==> config.mk <==
export PLATFORM = sky130hd
export DESIGN_NAME = outrun_io_top
export DESIGN_NICKNAME = d
export VERILOG_FILES = /design/src/rtl/outrun_io_pkg.sv /design/src/rtl/outrun_region_decode.sv /design/src/rtl/outrun_cab_latch.sv /design/src/rtl/outrun_adc.sv /design/src/rtl/outrun_cab_read.sv /design/src/rtl/outrun_bus_mux.sv /design/src/rtl/outrun_io_top.sv
export SDC_FILE = /design/constraint.sdc
export NUM_CORES = 1
export LEC_CHECK = 0
export BUFFER_PORTS_ARGS = -buffer_cell sky130_fd_sc_hd__buf_4
export CORE_UTILIZATION = 47
export CTS_CLUSTER_SIZE = 10
export DETAILED_ROUTE_END_ITERATION = 8
export PLACE_DENSITY = 0.93
export SLEW_MARGIN = 20
export SYNTH_ARGS = -nofsm -noshare
export SYNTH_HDL_FRONTEND = slang
export SYNTH_SLANG_ARGS = --single-unit
==> constraint.sdc <==
create_clock -name clk -period 2.9 [get_ports clk]
set_clock_uncertainty 0.15 [all_clocks]
set_input_delay 0.58 -clock clk [delete_from_list [all_inputs] [get_ports clk]]
set_output_delay 0.58 -clock clk [all_outputs]
set_load 0.005 [all_outputs]
==> src/rtl/outrun_io_pkg.sv <==
// Shared bus, select, cabinet and control types for the Out Run I/O glue
// Referenced by scoped name from the RTL and the testbench
`default_nettype none

package outrun_io_pkg;

    // One 68000 bus cycle as seen by the glue logic
    typedef struct packed {
        logic [23:1] addr;      // Word address
        logic        as_n;
        logic        uds_n;
        logic        lds_n;
        logic        rnw;
        logic [2:0]  fc;
        logic [15:0] wdata;
    } bus_req_t;

    typedef struct packed {
        logic rom;
        logic ram;
        logic vram;
        logic chr;
        logic pal;
        logic obj;
        logic sub;
        logic io;
    } chip_sel_t;

    typedef struct packed {
        logic [7:0]  joystick1; // Active low buttons
        logic        start;
        logic [1:0]  coin;
        logic        service;
        logic        dip_test;
        logic [7:0]  dipsw_a;
        logic [7:0]  dipsw_b;
        logic [15:0] joyana1;   // Wheel in the low byte
        logic [15:0] joyana1b;
        logic [2:0]  ctrl_type;
    } cab_in_t;

    // Out Run PPI port C
    typedef struct packed {
        logic [1:0] obj_cfg;    // Bit 1 object engine, bit 0 colour mixer
        logic       video_en;
        logic [2:0] adc_ch;
        logic       rsvd;
        logic       snd_rstb;
    } outrun_ctrl_t;

    // Super Hang On control word
    typedef struct packed {
        logic [1:0] adc_ch;
        logic       mute_n;
        logic       video_en;
        logic [2:0] rsvd;
        logic       snd_rstb;
    } shangon_ctrl_t;

    typedef union packed {
        outrun_ctrl_t  outrun;
        shangon_ctrl_t shangon;
    } io_ctrl_u;

    typedef enum logic [1:0] {
        GAME_OUTRUN  = 2'd0,
        GAME_SHANGON = 2'd1
    } game_e;

    // Bits of the mapper region-active vector
    localparam int REG_MEM = 0;
    localparam int REG_SCR = 1;
    localparam int REG_PAL = 2;
    localparam int REG_OBJ = 3;
    localparam int REG_IO  = 4;
    localparam int REG_SUB = 5;

    localparam logic [2:0] FC_IACK     = 3'd7;
    localparam logic [7:0] PORTC_RESET = 8'h21;   // video_en and snd_rstb set

    // Out Run I/O groups on address bits 6..4
    localparam logic [2:0] OR_GRP_PPI  = 3'd0;
    localparam logic [2:0] OR_GRP_IN   = 3'd1;
    localparam logic [2:0] OR_GRP_MUTE = 3'd2;
    localparam logic [2:0] OR_GRP_ADC  = 3'd3;
    localparam logic [2:0] OR_GRP_OBJ  = 3'd7;

    // Super Hang On sub-addresses on address bits 13, 12 and 5
    localparam logic [2:0] SH_SUB_CTRL = 3'd0;
    localparam logic [2:0] SH_SUB_SND  = 3'd1;
    localparam logic [2:0] SH_SUB_IN   = 3'd2;
    localparam logic [2:0] SH_SUB_ADC  = 3'd7;

    localparam logic [2:0] ADC_WHEEL = 3'd0;
    localparam logic [2:0] ADC_GAS   = 3'd1;
    localparam logic [2:0] ADC_BRAKE = 3'd2;

endpackage

`default_nettype wire

==> src/rtl/outrun_region_decode.sv <==
// Chip select decode for the main CPU bus
// Selects register one edge after the request, from the mapper region bits
`timescale 1ns/1ps
`default_nettype none

module outrun_region_decode (
    input  wire                          clk,
    input  wire                          rst,
    input  wire outrun_io_pkg::bus_req_t req,
    input  wire [7:0]                    active,
    output outrun_io_pkg::chip_sel_t     sel
);

    logic strobe;
    logic cyc_ok;

    assign strobe = !(req.uds_n && req.lds_n);   // Either data strobe low
    assign cyc_ok = !req.as_n && req.fc != outrun_io_pkg::FC_IACK;

    always_ff @(posedge clk or posedge rst) begin
        if (rst) begin
            sel <= '0;
        end else if (cyc_ok) begin
            // RAM sits in the top quarter of the memory region
            sel.rom  <= active[outrun_io_pkg::REG_MEM] && req.addr[18:17] != 2'b11;
            sel.ram  <= active[outrun_io_pkg::REG_MEM] && req.addr[18:17] == 2'b11 && strobe;
            sel.chr  <= active[outrun_io_pkg::REG_SCR] && req.addr[16];
            sel.vram <= active[outrun_io_pkg::REG_SCR] && !req.addr[16] && strobe;
            sel.pal  <= active[outrun_io_pkg::REG_PAL];
            sel.obj  <= active[outrun_io_pkg::REG_OBJ];
            sel.io   <= active[outrun_io_pkg::REG_IO];
            sel.sub  <= active[outrun_io_pkg::REG_SUB];
        end else begin
            sel <= '0;   // Bus idle or interrupt acknowledge
        end
    end

endmodule

`default_nettype wire

==> src/rtl/outrun_cab_latch.sv <==
// Cabinet control latches for both games
// Out Run drives its outputs from PPI port C, Super Hang On from its control word
`timescale 1ns/1ps
`default_nettype none

module outrun_cab_latch (
    input  wire                          clk,
    input  wire                          rst,
    input  wire outrun_io_pkg::bus_req_t req,
    input  wire outrun_io_pkg::chip_sel_t sel,
    input  wire outrun_io_pkg::game_e    game,
    output logic [2:0]                   adc_ch,
    output logic [1:0]                   obj_cfg,
    output logic                         video_en,
    output logic                         snd_rstb,
    output logic                         mute,
    output logic [7:0]                   ppi_b,
    output logic [7:0]                   ppi_c
);

    outrun_io_pkg::io_ctrl_u wr_ctrl;   // Written byte
    outrun_io_pkg::io_ctrl_u port_c;
    logic       is_sh;
    logic       wr_lo;
    logic [2:0] or_grp;
    logic [2:0] sh_sub;
    logic [2:0] sh_adc;
    logic       sh_video;
    logic       sh_snd;

    assign is_sh   = game == outrun_io_pkg::GAME_SHANGON;
    assign wr_lo   = sel.io && !req.rnw && !req.lds_n;
    assign or_grp  = req.addr[6:4];
    assign sh_sub  = {req.addr[13:12], req.addr[5]};
    assign wr_ctrl = req.wdata[7:0];
    assign port_c  = ppi_c;

    always_ff @(posedge clk or posedge rst) begin
        if (rst) begin
            ppi_b    <= '0;
            ppi_c    <= outrun_io_pkg::PORTC_RESET;
            mute     <= 1'b0;
            sh_adc   <= '0;
            sh_video <= 1'b1;
            sh_snd   <= 1'b1;
        end else if (wr_lo && !is_sh) begin
            if (or_grp == outrun_io_pkg::OR_GRP_PPI) begin
                case (req.addr[2:1])
                    2'd1: ppi_b <= req.wdata[7:0];
                    2'd2: ppi_c <= req.wdata[7:0];
                    default: ;   // Port A is an input, mode word ignored
                endcase
            end
            if (or_grp == outrun_io_pkg::OR_GRP_MUTE)
                mute <= !req.wdata[7];   // Inverting darlington driver
        end else if (wr_lo) begin
            if (sh_sub == outrun_io_pkg::SH_SUB_CTRL) begin
                sh_adc   <= {1'b0, wr_ctrl.shangon.adc_ch};
                sh_video <= wr_ctrl.shangon.video_en;
                mute     <= !wr_ctrl.shangon.mute_n;
            end else if (sh_sub == outrun_io_pkg::SH_SUB_SND) begin
                sh_snd <= wr_ctrl.shangon.snd_rstb;
            end
        end
    end

    assign obj_cfg  = is_sh ? 2'b00 : port_c.outrun.obj_cfg;   // No object config on Hang On
    assign video_en = is_sh ? sh_video : port_c.outrun.video_en;
    assign snd_rstb = is_sh ? sh_snd : port_c.outrun.snd_rstb;
    assign adc_ch   = is_sh ? sh_adc : port_c.outrun.adc_ch;

endmodule

`default_nettype wire

==> src/rtl/outrun_adc.sv <==
// Analog control capture and conversion
// A write to the ADC address holds the analog inputs, reads convert the held values
`timescale 1ns/1ps
`default_nettype none

module outrun_adc (
    input  wire                          clk,
    input  wire                          rst,
    input  wire                          capture,
    input  wire outrun_io_pkg::game_e    game,
    input  wire outrun_io_pkg::cab_in_t  cab,
    input  wire [2:0]                    adc_ch,
    output logic [7:0]                   adc_dout
);

    logic [15:0] ana_a;   // Held joyana1
    logic [15:0] ana_b;   // Held joyana1b
    logic [7:0]  wheel;
    logic [7:0]  gas;
    logic [7:0]  brake;
    logic        is_sh;

    // Upper half of a signed stick value to an 8-bit pedal
    function automatic logic [7:0] scale(input logic [15:0] v);
        return {v[14:8], v[14]};
    endfunction

    assign is_sh = game == outrun_io_pkg::GAME_SHANGON;

    always_ff @(posedge clk or posedge rst) begin
        if (rst) begin
            ana_a <= '0;
            ana_b <= '0;
        end else if (capture) begin
            ana_a <= cab.joyana1;
            ana_b <= cab.joyana1b;
        end
    end

    always_comb begin
        // Wheel centred on 0x80, mirrored on Hang On
        wheel = is_sh ? ~ana_a[7:0] ^ 8'h80 : ana_a[7:0] ^ 8'h80;
        if (is_sh) begin
            if (!cab.joystick1[1]) wheel = 8'he0;
            if (!cab.joystick1[0]) wheel = 8'h20;
        end else begin
            if (!cab.joystick1[0]) wheel = 8'he0;
            if (!cab.joystick1[1]) wheel = 8'h20;
        end
        case (cab.ctrl_type)
            3'd0: begin   // Dual analog stick
                gas   = ana_b[15] ? ~scale(ana_b) : 8'd0;
                brake = ana_b[15] ? 8'd0 : scale(ana_b);
            end
            3'd1: begin   // Analog triggers
                gas   = ana_b[7] ? 8'd0 : {ana_b[6:0], ana_b[6]};
                brake = ana_a[15] ? 8'd0 : scale(ana_a);
            end
            3'd2: begin   // Steering wheel with pedals
                gas   = ana_a[15] ? ~scale(ana_a) : 8'd0;
                brake = ana_b[15] ? ~scale(ana_b) : 8'd0;
            end
            default: begin
                gas   = 8'd0;
                brake = 8'd0;
            end
        endcase
        if (!cab.joystick1[4]) gas = 8'hff;     // Button override
        if (!cab.joystick1[5]) brake = 8'hff;
        case (adc_ch)
            outrun_io_pkg::ADC_WHEEL: adc_dout = wheel;
            outrun_io_pkg::ADC_GAS:   adc_dout = gas;
            outrun_io_pkg::ADC_BRAKE: adc_dout = brake;
            default:                  adc_dout = 8'hff;   // Motor channel
        endcase
    end

endmodule

`default_nettype wire

==> src/rtl/outrun_cab_read.sv <==
// Cabinet read multiplexer for both games
// Also raises the ADC capture strobe and the Out Run object half strobe
`timescale 1ns/1ps
`default_nettype none

module outrun_cab_read (
    input  wire                          clk,
    input  wire                          rst,
    input  wire outrun_io_pkg::chip_sel_t sel,
    input  wire outrun_io_pkg::bus_req_t req,
    input  wire outrun_io_pkg::game_e    game,
    input  wire outrun_io_pkg::cab_in_t  cab,
    input  wire [2:0]                    adc_ch,
    input  wire [7:0]                    ppi_b,
    input  wire [7:0]                    ppi_c,
    output logic [7:0]                   cab_dout,
    output logic                         obj_half
);

    logic       capture;
    logic [7:0] adc_dout;
    logic       is_sh;
    logic [2:0] or_grp;
    logic [2:0] sh_sub;
    logic [1:0] port;

    assign is_sh  = game == outrun_io_pkg::GAME_SHANGON;
    assign or_grp = req.addr[6:4];
    assign sh_sub = {req.addr[13:12], req.addr[5]};
    assign port   = req.addr[2:1];

    outrun_adc adc_i (
        .clk      (clk),
        .rst      (rst),
        .capture  (capture),
        .game     (game),
        .cab      (cab),
        .adc_ch   (adc_ch),
        .adc_dout (adc_dout)
    );

    always_comb begin
        cab_dout = 8'hff;
        obj_half = 1'b0;
        capture  = 1'b0;
        if (sel.io && is_sh) begin
            case (sh_sub)
                outrun_io_pkg::SH_SUB_IN: begin
                    case (port)
                        2'd1: cab_dout = {2'b11, cab.joystick1[7], cab.start, cab.service,
                                          cab.dip_test, cab.coin};
                        2'd2: cab_dout = cab.dipsw_a;
                        2'd3: cab_dout = cab.dipsw_b;
                        default: ;
                    endcase
                end
                outrun_io_pkg::SH_SUB_ADC: begin
                    cab_dout = adc_dout;
                    capture  = !req.rnw;   // Write starts a conversion
                end
                default: ;
            endcase
        end else if (sel.io) begin
            case (or_grp)
                outrun_io_pkg::OR_GRP_PPI: begin
                    if (port == 2'd1) cab_dout = ppi_b;   // Latch readback
                    if (port == 2'd2) cab_dout = ppi_c;
                end
                outrun_io_pkg::OR_GRP_IN: begin
                    case (port)
                        2'd0: cab_dout = {cab.coin, ~cab.joystick1[7], cab.joystick1[6],
                                          cab.start, cab.service, cab.dip_test, 1'b1};
                        2'd2: cab_dout = cab.dipsw_a;
                        2'd3: cab_dout = cab.dipsw_b;
                        default: ;
                    endcase
                end
                outrun_io_pkg::OR_GRP_ADC: begin
                    cab_dout = adc_dout;
                    capture  = !req.rnw;
                end
                outrun_io_pkg::OR_GRP_OBJ: obj_half = 1'b1;
                default: ;
            endcase
        end
    end

endmodule

`default_nettype wire

==> src/rtl/outrun_bus_mux.sv <==
// CPU read data selection
// Registers the read word from the chip selects, one edge after the selects
`timescale 1ns/1ps
`default_nettype none

module outrun_bus_mux (
    input  wire                          clk,
    input  wire                          rst,
    input  wire outrun_io_pkg::bus_req_t req,
    input  wire outrun_io_pkg::chip_sel_t sel,
    input  wire [7:0]                    cab_dout,
    input  wire [15:0]                   rom_data,
    input  wire [15:0]                   ram_data,   // RAM and VRAM share it
    input  wire [15:0]                   chr_dout,
    input  wire [15:0]                   pal_dout,
    input  wire [15:0]                   obj_dout,
    input  wire [15:0]                   sub_din,
    output logic [15:0]                  cpu_din
);

    always_ff @(posedge clk or posedge rst) begin
        if (rst) begin
            cpu_din <= '0;
        end else if ((sel.ram && !req.addr[21]) || sel.vram) begin
            cpu_din <= ram_data;
        end else if (sel.rom && !req.addr[21]) begin
            cpu_din <= rom_data;   // Unencrypted ROM
        end else if (sel.chr) begin
            cpu_din <= chr_dout;
        end else if (sel.pal) begin
            cpu_din <= pal_dout;
        end else if (sel.obj) begin
            cpu_din <= obj_dout;
        end else if (sel.sub) begin
            cpu_din <= sub_din;
        end else if (sel.io) begin
            cpu_din <= {8'hff, cab_dout};   // Cabinet I/O is byte wide
        end else begin
            cpu_din <= 16'hffff;
        end
    end

endmodule

`default_nettype wire

==> src/rtl/outrun_io_top.sv <==
// Main board glue seen from the CPU bus
// Chip select decode, cabinet latches and reads, and the read data register
`timescale 1ns/1ps
`default_nettype none

module outrun_io_top (
    input  wire                          clk,
    input  wire                          rst,
    input  wire outrun_io_pkg::bus_req_t req,
    input  wire [7:0]                    active,
    input  wire outrun_io_pkg::game_e    game,
    input  wire outrun_io_pkg::cab_in_t  cab,
    input  wire [15:0]                   rom_data,
    input  wire [15:0]                   ram_data,
    input  wire [15:0]                   chr_dout,
    input  wire [15:0]                   pal_dout,
    input  wire [15:0]                   obj_dout,
    input  wire [15:0]                   sub_din,
    output outrun_io_pkg::chip_sel_t     sel,
    output logic [15:0]                  cpu_din,
    output logic [1:0]                   obj_cfg,
    output logic                         video_en,
    output logic                         snd_rstb,
    output logic                         mute,
    output logic                         obj_half
);

    logic [2:0] adc_ch;
    logic [7:0] ppi_b;
    logic [7:0] ppi_c;
    logic [7:0] cab_dout;

    outrun_region_decode decode_i (
        .clk    (clk),
        .rst    (rst),
        .req    (req),
        .active (active),
        .sel    (sel)
    );

    outrun_cab_latch latch_i (
        .clk      (clk),
        .rst      (rst),
        .req      (req),
        .sel      (sel),
        .game     (game),
        .adc_ch   (adc_ch),
        .obj_cfg  (obj_cfg),
        .video_en (video_en),
        .snd_rstb (snd_rstb),
        .mute     (mute),
        .ppi_b    (ppi_b),
        .ppi_c    (ppi_c)
    );

    outrun_cab_read read_i (
        .clk      (clk),
        .rst      (rst),
        .sel      (sel),
        .req      (req),
        .game     (game),
        .cab      (cab),
        .adc_ch   (adc_ch),
        .ppi_b    (ppi_b),
        .ppi_c    (ppi_c),
        .cab_dout (cab_dout),
        .obj_half (obj_half)
    );

    outrun_bus_mux mux_i (
        .clk      (clk),
        .rst      (rst),
        .req      (req),
        .sel      (sel),
        .cab_dout (cab_dout),
        .rom_data (rom_data),
        .ram_data (ram_data),
        .chr_dout (chr_dout),
        .pal_dout (pal_dout),
        .obj_dout (obj_dout),
        .sub_din  (sub_din),
        .cpu_din  (cpu_din)
    );

endmodule

`default_nettype wire

# Word-level counts from Yosys, hierarchy flattened
# Index checks and enable logic that the tools add are counted.
dict set report classes {
  n_eq_ne 19
  n_mux 46
  n_bitwise 8
  reduce_logical 36
}
# cell n
set ops {}
lappend ops {{8-bit two-way mux} 18}
lappend ops {{8-bit case mux with 3 select lines} 6}
lappend ops {{16-bit two-way mux} 6}
lappend ops {{8-bit NOT} 3}
lappend ops {{8-bit case mux with 2 select lines} 1}
lappend ops {{3-bit by 2-bit == test with 1-bit output, second input constant} 5}
lappend ops {{1-bit logical AND} 14}
lappend ops {{1-bit two-way mux} 13}
lappend ops {{3-bit by 1-bit == test with 1-bit output, second input constant} 4}
lappend ops {{3-bit logical NOT} 4}
lappend ops {{3-bit AND reduction} 4}
lappend ops {{1-bit logical NOT} 9}
lappend ops {{2-bit == test, second input constant} 3}
lappend ops {{3-bit == test, second input constant} 2}
lappend ops {{1-bit NOT} 5}
lappend ops {{2-bit by 1-bit == test with 1-bit output, second input constant} 2}
lappend ops {{2-bit != test, second input constant} 2}
lappend ops {{4-bit AND reduction} 1}
lappend ops {{2-bit nonzero test} 2}
lappend ops {{3-bit two-way mux} 1}
lappend ops {{3-bit != test, second input constant} 1}
lappend ops {{2-bit logical NOT} 1}
lappend ops {{2-bit two-way mux} 1}
lappend ops {{1-bit logical OR} 1}
dict set report totals {
  register_bits 77
  in_bits 218
}

# Logic depth before layout (Yosys ltp)
dict set report depth {
  ltp_word 16
  depth_mapped 8
  mapped_depth_nobuf 6
}

# By module
# A second synthesis with hierarchy kept.
dict set report hier_totals {
  hier_cells 551
  hier_area_um2 5280.1
}
# mod instances cells_each area_each_um2
set by_module_without_submodules {}
lappend by_module_without_submodules {outrun_adc 1 175 1893.1}
lappend by_module_without_submodules {outrun_bus_mux 1 190 1453.9}
lappend by_module_without_submodules {outrun_cab_latch 1 72 964.7}
lappend by_module_without_submodules {outrun_cab_read 1 94 666.9}
lappend by_module_without_submodules {outrun_region_decode 1 20 301.5}

# Least setup slack after synthesis
# Ideal clock, no wire load.
dict set report synth_timing {
  kind {input -> register}
  start {in req[23] in the netlist's numbering}
  end {reg mux_i.cpu_din[0]}
  path_buffers 2
  arrival_ps 2070
  slack_ps 553
  path_stages 8
  cell_sequence {buf_6 -> nand2b_4 -> buf_6 -> o22ai_2 -> a21oi_2 -> or4_4 -> a2111oi_2 -> o21ai_1}
}
dict set report synth_between {
  elab_chain_len 12
  word_cells_on_any_way 18
  cone_classes {3 x eq/ne; 14 x mux; 1 x reduce/logical}
}
# element line_no
set synth_rtl {}
lappend synth_rtl {{start, declared} outrun_io_top.sv:9} ;# input wire outrun_io_pkg::bus_req_t req,
lappend synth_rtl {{2-bit by 1-bit == test with 1-bit output} {outrun_cab_read.sv:49, outrun_cab_read.sv:66}}
lappend synth_rtl {{8-bit two-way mux} outrun_cab_read.sv:66} ;# if (port == 2'd1) cab_dout = ppi_b;
lappend synth_rtl {{8-bit two-way mux} outrun_cab_read.sv:67} ;# if (port == 2'd2) cab_dout = ppi_c;
lappend synth_rtl {{8-bit case mux with 3 select lines} outrun_cab_read.sv:64} ;# case (or_grp)
lappend synth_rtl {{8-bit two-way mux *} outrun_cab_read.sv:46} ;# if (sel.io && is_sh) begin
lappend synth_rtl {{8-bit two-way mux *} outrun_bus_mux.sv:36} ;# end else if (sel.io) begin
lappend synth_rtl {{16-bit two-way mux *} outrun_bus_mux.sv:34} ;# end else if (sel.sub) begin
lappend synth_rtl {{16-bit two-way mux *} outrun_bus_mux.sv:32} ;# end else if (sel.obj) begin
lappend synth_rtl {{16-bit two-way mux *} outrun_bus_mux.sv:30} ;# end else if (sel.pal) begin
lappend synth_rtl {{16-bit two-way mux *} outrun_bus_mux.sv:28} ;# end else if (sel.chr) begin
lappend synth_rtl {{16-bit two-way mux *} outrun_bus_mux.sv:26} ;# end else if (sel.rom && !req.addr[21]) begin
lappend synth_rtl {{16-bit two-way mux *} outrun_bus_mux.sv:24} ;# end else if ((sel.ram && !req.addr[21]) || sel.vram) begin
lappend synth_rtl {{end signal, assigned} outrun_bus_mux.sv:25} ;# cpu_din <= ram_data;
lappend synth_rtl {{end signal, assigned} outrun_bus_mux.sv:27} ;# cpu_din <= rom_data;
lappend synth_rtl {{end signal, assigned} outrun_bus_mux.sv:29} ;# cpu_din <= chr_dout;
lappend synth_rtl {{end, declared} outrun_bus_mux.sv:18} ;# output logic [15:0] cpu_din
# Every way passes the cells marked *; elsewhere a longest branch is shown, timed or not.
# A chain may end at the register's enable or synchronous reset.

# Worst setup path in the final report
dict set report layout_timing {
  start {in req[20] in the netlist's numbering}
  end {reg latch_i.ppi_c[6]}
}
dict set report layout_between {
  elab_chain_len 4
}
# element line_no
set layout_rtl {}
lappend layout_rtl {{1-bit logical NOT} outrun_cab_latch.sv:32} ;# assign wr_lo = sel.io && !req.rnw && !req.lds_n;
lappend layout_rtl {{1-bit logical AND} outrun_cab_latch.sv:32}
lappend layout_rtl {{1-bit logical AND} outrun_cab_latch.sv:46} ;# end else if (wr_lo && !is_sh) begin
lappend layout_rtl {{3-bit AND reduction (no source line)} n/a}
lappend layout_rtl {{end signal, assigned} outrun_cab_latch.sv:41} ;# ppi_c <= outrun_io_pkg::PORTC_RESET;
lappend layout_rtl {{end signal, assigned} outrun_cab_latch.sv:50} ;# 2'd2: ppi_c <= req.wdata[7:0];
lappend layout_rtl {{end, declared} outrun_cab_latch.sv:18} ;# output logic [7:0] ppi_c
# Every way passes these cells.

==> impl_metrics.csv <==
group,metric,value,unit
status,status,"complete, no violations",
final_layout,nFillCells,889,
sta,rsz0062_at_grt,"false",
die,fp.dieW,107,µm
clock_tree,clockBufferDepth,2,
pwr,p_per_area,413,nW/µm²
clock_tree,insertion_delay,0.36,ns
final_layout,syn_to_final_growth,39.6,%
route,drtIter0Drc,484,
grt,grt_use_met2,0.532,
die,start_util,0.481,
placed_design,port_buffers,223,
synthesis,netlist_area,5200,µm²
worst_setup_path,r2r-start,"decode_i.sel[0]$_DFF_PP0_",
grt,use_met3,0.0699,
worst_setup_path,crit_fanout,8,
flow_run,maxCapViolCount,0,
clock_tree,cts_root_buf,"clkbuf_8",
hold_path,hold_path_class,"input port to async pin",
synthesis,synth.top_cell.area_share,0.352,
clock_tree,cts_made_buffers,9,
grt,grt.busiest_layer,"met2",
clock_tree,cts_setup_buffers,0,
die,row_count,38,
placed_design,dp_hpwl,14200,µm
route,vias,5632,
clock_tree,cts_resized,0,
sta,tightestPinTransition,0.731,ns
grt,grt_usage,0.313,
clock_tree,cts_hold_buf,0,
sta,finalHoldViolCount,0,
worst_setup_path,required,3.00,ns
grt,overflow,0,
placed_design,routabilityCongestion,0.973,
placed_design,place_inst,924,
sta,max_freq,0.437,GHz
synthesis,synth_top_area_cell,"dfrtp_1",
synthesis,synth_flop_cell,"dfrtp_1",
sta,period_minus_slack,2.29,ns
final_layout,nets,1013,
synthesis,syn_inst,577,
worst_setup_path,r2r_slack,0.62,ns
die,die_h,107,µm
die,core,10800,µm²
synthesis,synth_most_common_cell,"dfrtp_1",
sta,period_share,0.790,
synthesis,ys_top_cells_by_area,"dfrtp_1 35%, mux2_2 6.7%, nand2_1 4.0%, nor2_1 3.3%, mux2i_1 3.1%",
clock_tree,cts.sinks,77,
worst_setup_path,critPathLaunch,"req[20]",
grt,grt_pass1_vias,5417,
clock_tree,tritoncts,"yes",
synthesis,yosys-top-cells-count,"73 x dfrtp_1, 55 x nand2_1, 46 x nor2_1",
pwr,leakage,3.40,nW
synthesis,yosysWarningCount,0,
clock_tree,path_clk_slew,0.09,ns
pwr,ir_drop,0.280,mV
synthesis,synth.distinct_cells,72,
worst_setup_path,reg2reg_to,"latch_i.ppi_c[6]$_DFFE_PP0P_",
grt,antenna_found_initial,0,
grt,grt_max_degree,34,
worst_setup_path,critical_path.endpoint,"latch_i.ppi_c[6]$_DFFE_PP0P_",
die,dieArea,11500,µm²
route,wl_per_cell,19.2,µm
clock_tree,htreeDepth,3,
die,io_pins,248,
route,via_per_inst,5.99,
grt,grt_first_pass_wirelength,27500,µm
final_layout,instances_no_fill,940,
worst_setup_path,critPathKind,"input port to flop",
worst_setup_path,worstPathArrival,2.39,ns
final_layout,seqCellArea,1930,µm²
synthesis,async_flop_share,1.00,
synthesis,ys_seq_area_frac,0.372,
final_layout,drive_gt1_frac,0.401,
sta,setup_viol,0,
sta,tns,0,ns
synthesis,avgSynthCellArea,9.01,µm²
synthesis,synth_fp_nets,795,
synthesis,synth_edf_count,0,
route,wl,18000,µm
sta,slew_headroom,0.512,
route,ant_nets,0,
route,dr.pass1.iters,5,
worst_setup_path,setup.worst_path.end_class,"flop",
synthesis,ys_ff_latch,77,
route,drc,0,
final_layout,multi_input_area,3060,µm²
sta,slew_viol_final,0,
worst_setup_path,reg2reg_depth,3,
grt,grtUsageMet1,0.393,
worst_setup_path,worst_setup_path_start_kind,"input port",
final_layout,antenna_cells,0,
==> how the worst min path moves through the flow <==
stage	startpoint	endpoint	slack [ns]	depth (start not counted)
floorplan	read_i.adc_i.ana_b[4]$_DFFE_PP0P_	read_i.adc_i.ana_b[4]$_DFFE_PP0P_	0.32	1
detailed placement	latch_i.ppi_b[5]$_DFFE_PP0P_	latch_i.ppi_b[5]$_DFFE_PP0P_	0.35	1
CTS	rst	decode_i.sel[1]$_DFF_PP0_	0.21	2
global placement	latch_i.ppi_b[1]$_DFFE_PP0P_	latch_i.ppi_b[1]$_DFFE_PP0P_	0.34	1
global route	rst	read_i.adc_i.ana_b[2]$_DFFE_PP0P_	0.23	2
finish	rst	decode_i.sel[1]$_DFF_PP0_	0.20	2
==> area by class of cell <==
cell class	count	share of cell area
Timing Repair Buffer	243	0.255
Sequential cell	77	0.266
Inverter	11	0.00569
Clock inverter	5	0.00586
Multi-Input combinational cell	453	0.422
Clock buffer	11	0.0209
Tap cell	140	0.0241
==> power by group <==
part	internal [mW]	switching (mW)
Combinational	0.474	0.386
Sequential	1.22	0.112
Clock	0.365	0.441
==> per-stage QoR <==
| stage | setup slack (ns) | power [mW] | utilization | cell area (µm²) | hold slack (ns) |
|---|---|---|---|---|---|
| after floorplan | 0.210 | 1.75 | - | 5200 | 0.315 |
| after global placement | 0.250 | 2.17 | 0.654 | 7060 | 0.339 |
| after detailed placement | 0.225 | 2.20 | 0.654 | 7060 | 0.346 |
| after CTS | 0.616 | 3.00 | 0.672 | 7250 | 0.206 |
| after global routing | 0.476 | 3.15 | 0.672 | 7250 | 0.227 |
| final | 0.610 | 3.00 | 0.672 | 7250 | 0.195 |
==> flip-flops by register name (all words and copies together), names as in the netlist <==
| signal | flops |
|---|---|
| latch_i.sh_snd | 1 |
| mux_i.cpu_din | 16 |
| latch_i.mute | 1 |
| latch_i.ppi_c | 8 |
| latch_i.ppi_b | 8 |
| read_i.adc_i.ana_a | 16 |
| latch_i.sh_adc | 2 |
| read_i.adc_i.ana_b | 16 |
| decode_i.sel | 8 |
| latch_i.sh_video | 1 |
==> cells in the final DEF (no fill, tap or decap), types with 14 or more instances in the layout <==
cell,Yosys,layout
buf_4,2,241
dfrtp_1,73,73
nand2_1,55,55
nor2_1,46,46
o21ai_0,32,32
mux2_2,31,31
a21oi_1,30,30
nor3_1,24,24
o21ai_1,19,19
a211oi_1,18,18
nand3_1,16,16
mux2i_1,16,16
mux2_1,14,14
==> per-layer routing <==
| metal | part of all wire | vias to the layer above |
|---|---|---|
| li1 | - | 2596 |
| met1 | 0.39 | 2649 |
| met2 | 0.49 | 344 |
| met3 | 0.096 | 43 |
| met4 | 0.023 | 0 |
| met5 | 0 | - |
==> worst max-delay path, cell delays in order <==
cell and delay [ns]:
buf_4 0.13, or3b_1 0.47, or4_1 0.81, mux2_4 0.39
==> kinds of logic (layout without fill, tap and decap cells) <==
family,after synthesis,in the layout,synth area share
AO/OA/AOI/OAI,179,179,0.235
XOR/XNOR,7,7,0.0118
buffers and inverters,47,270,0.0397
flip-flops,77,77,0.372
multiplexers,69,69,0.151
AND/OR/NAND/NOR,198,198,0.190
Power figures use the tool's default switching activity.
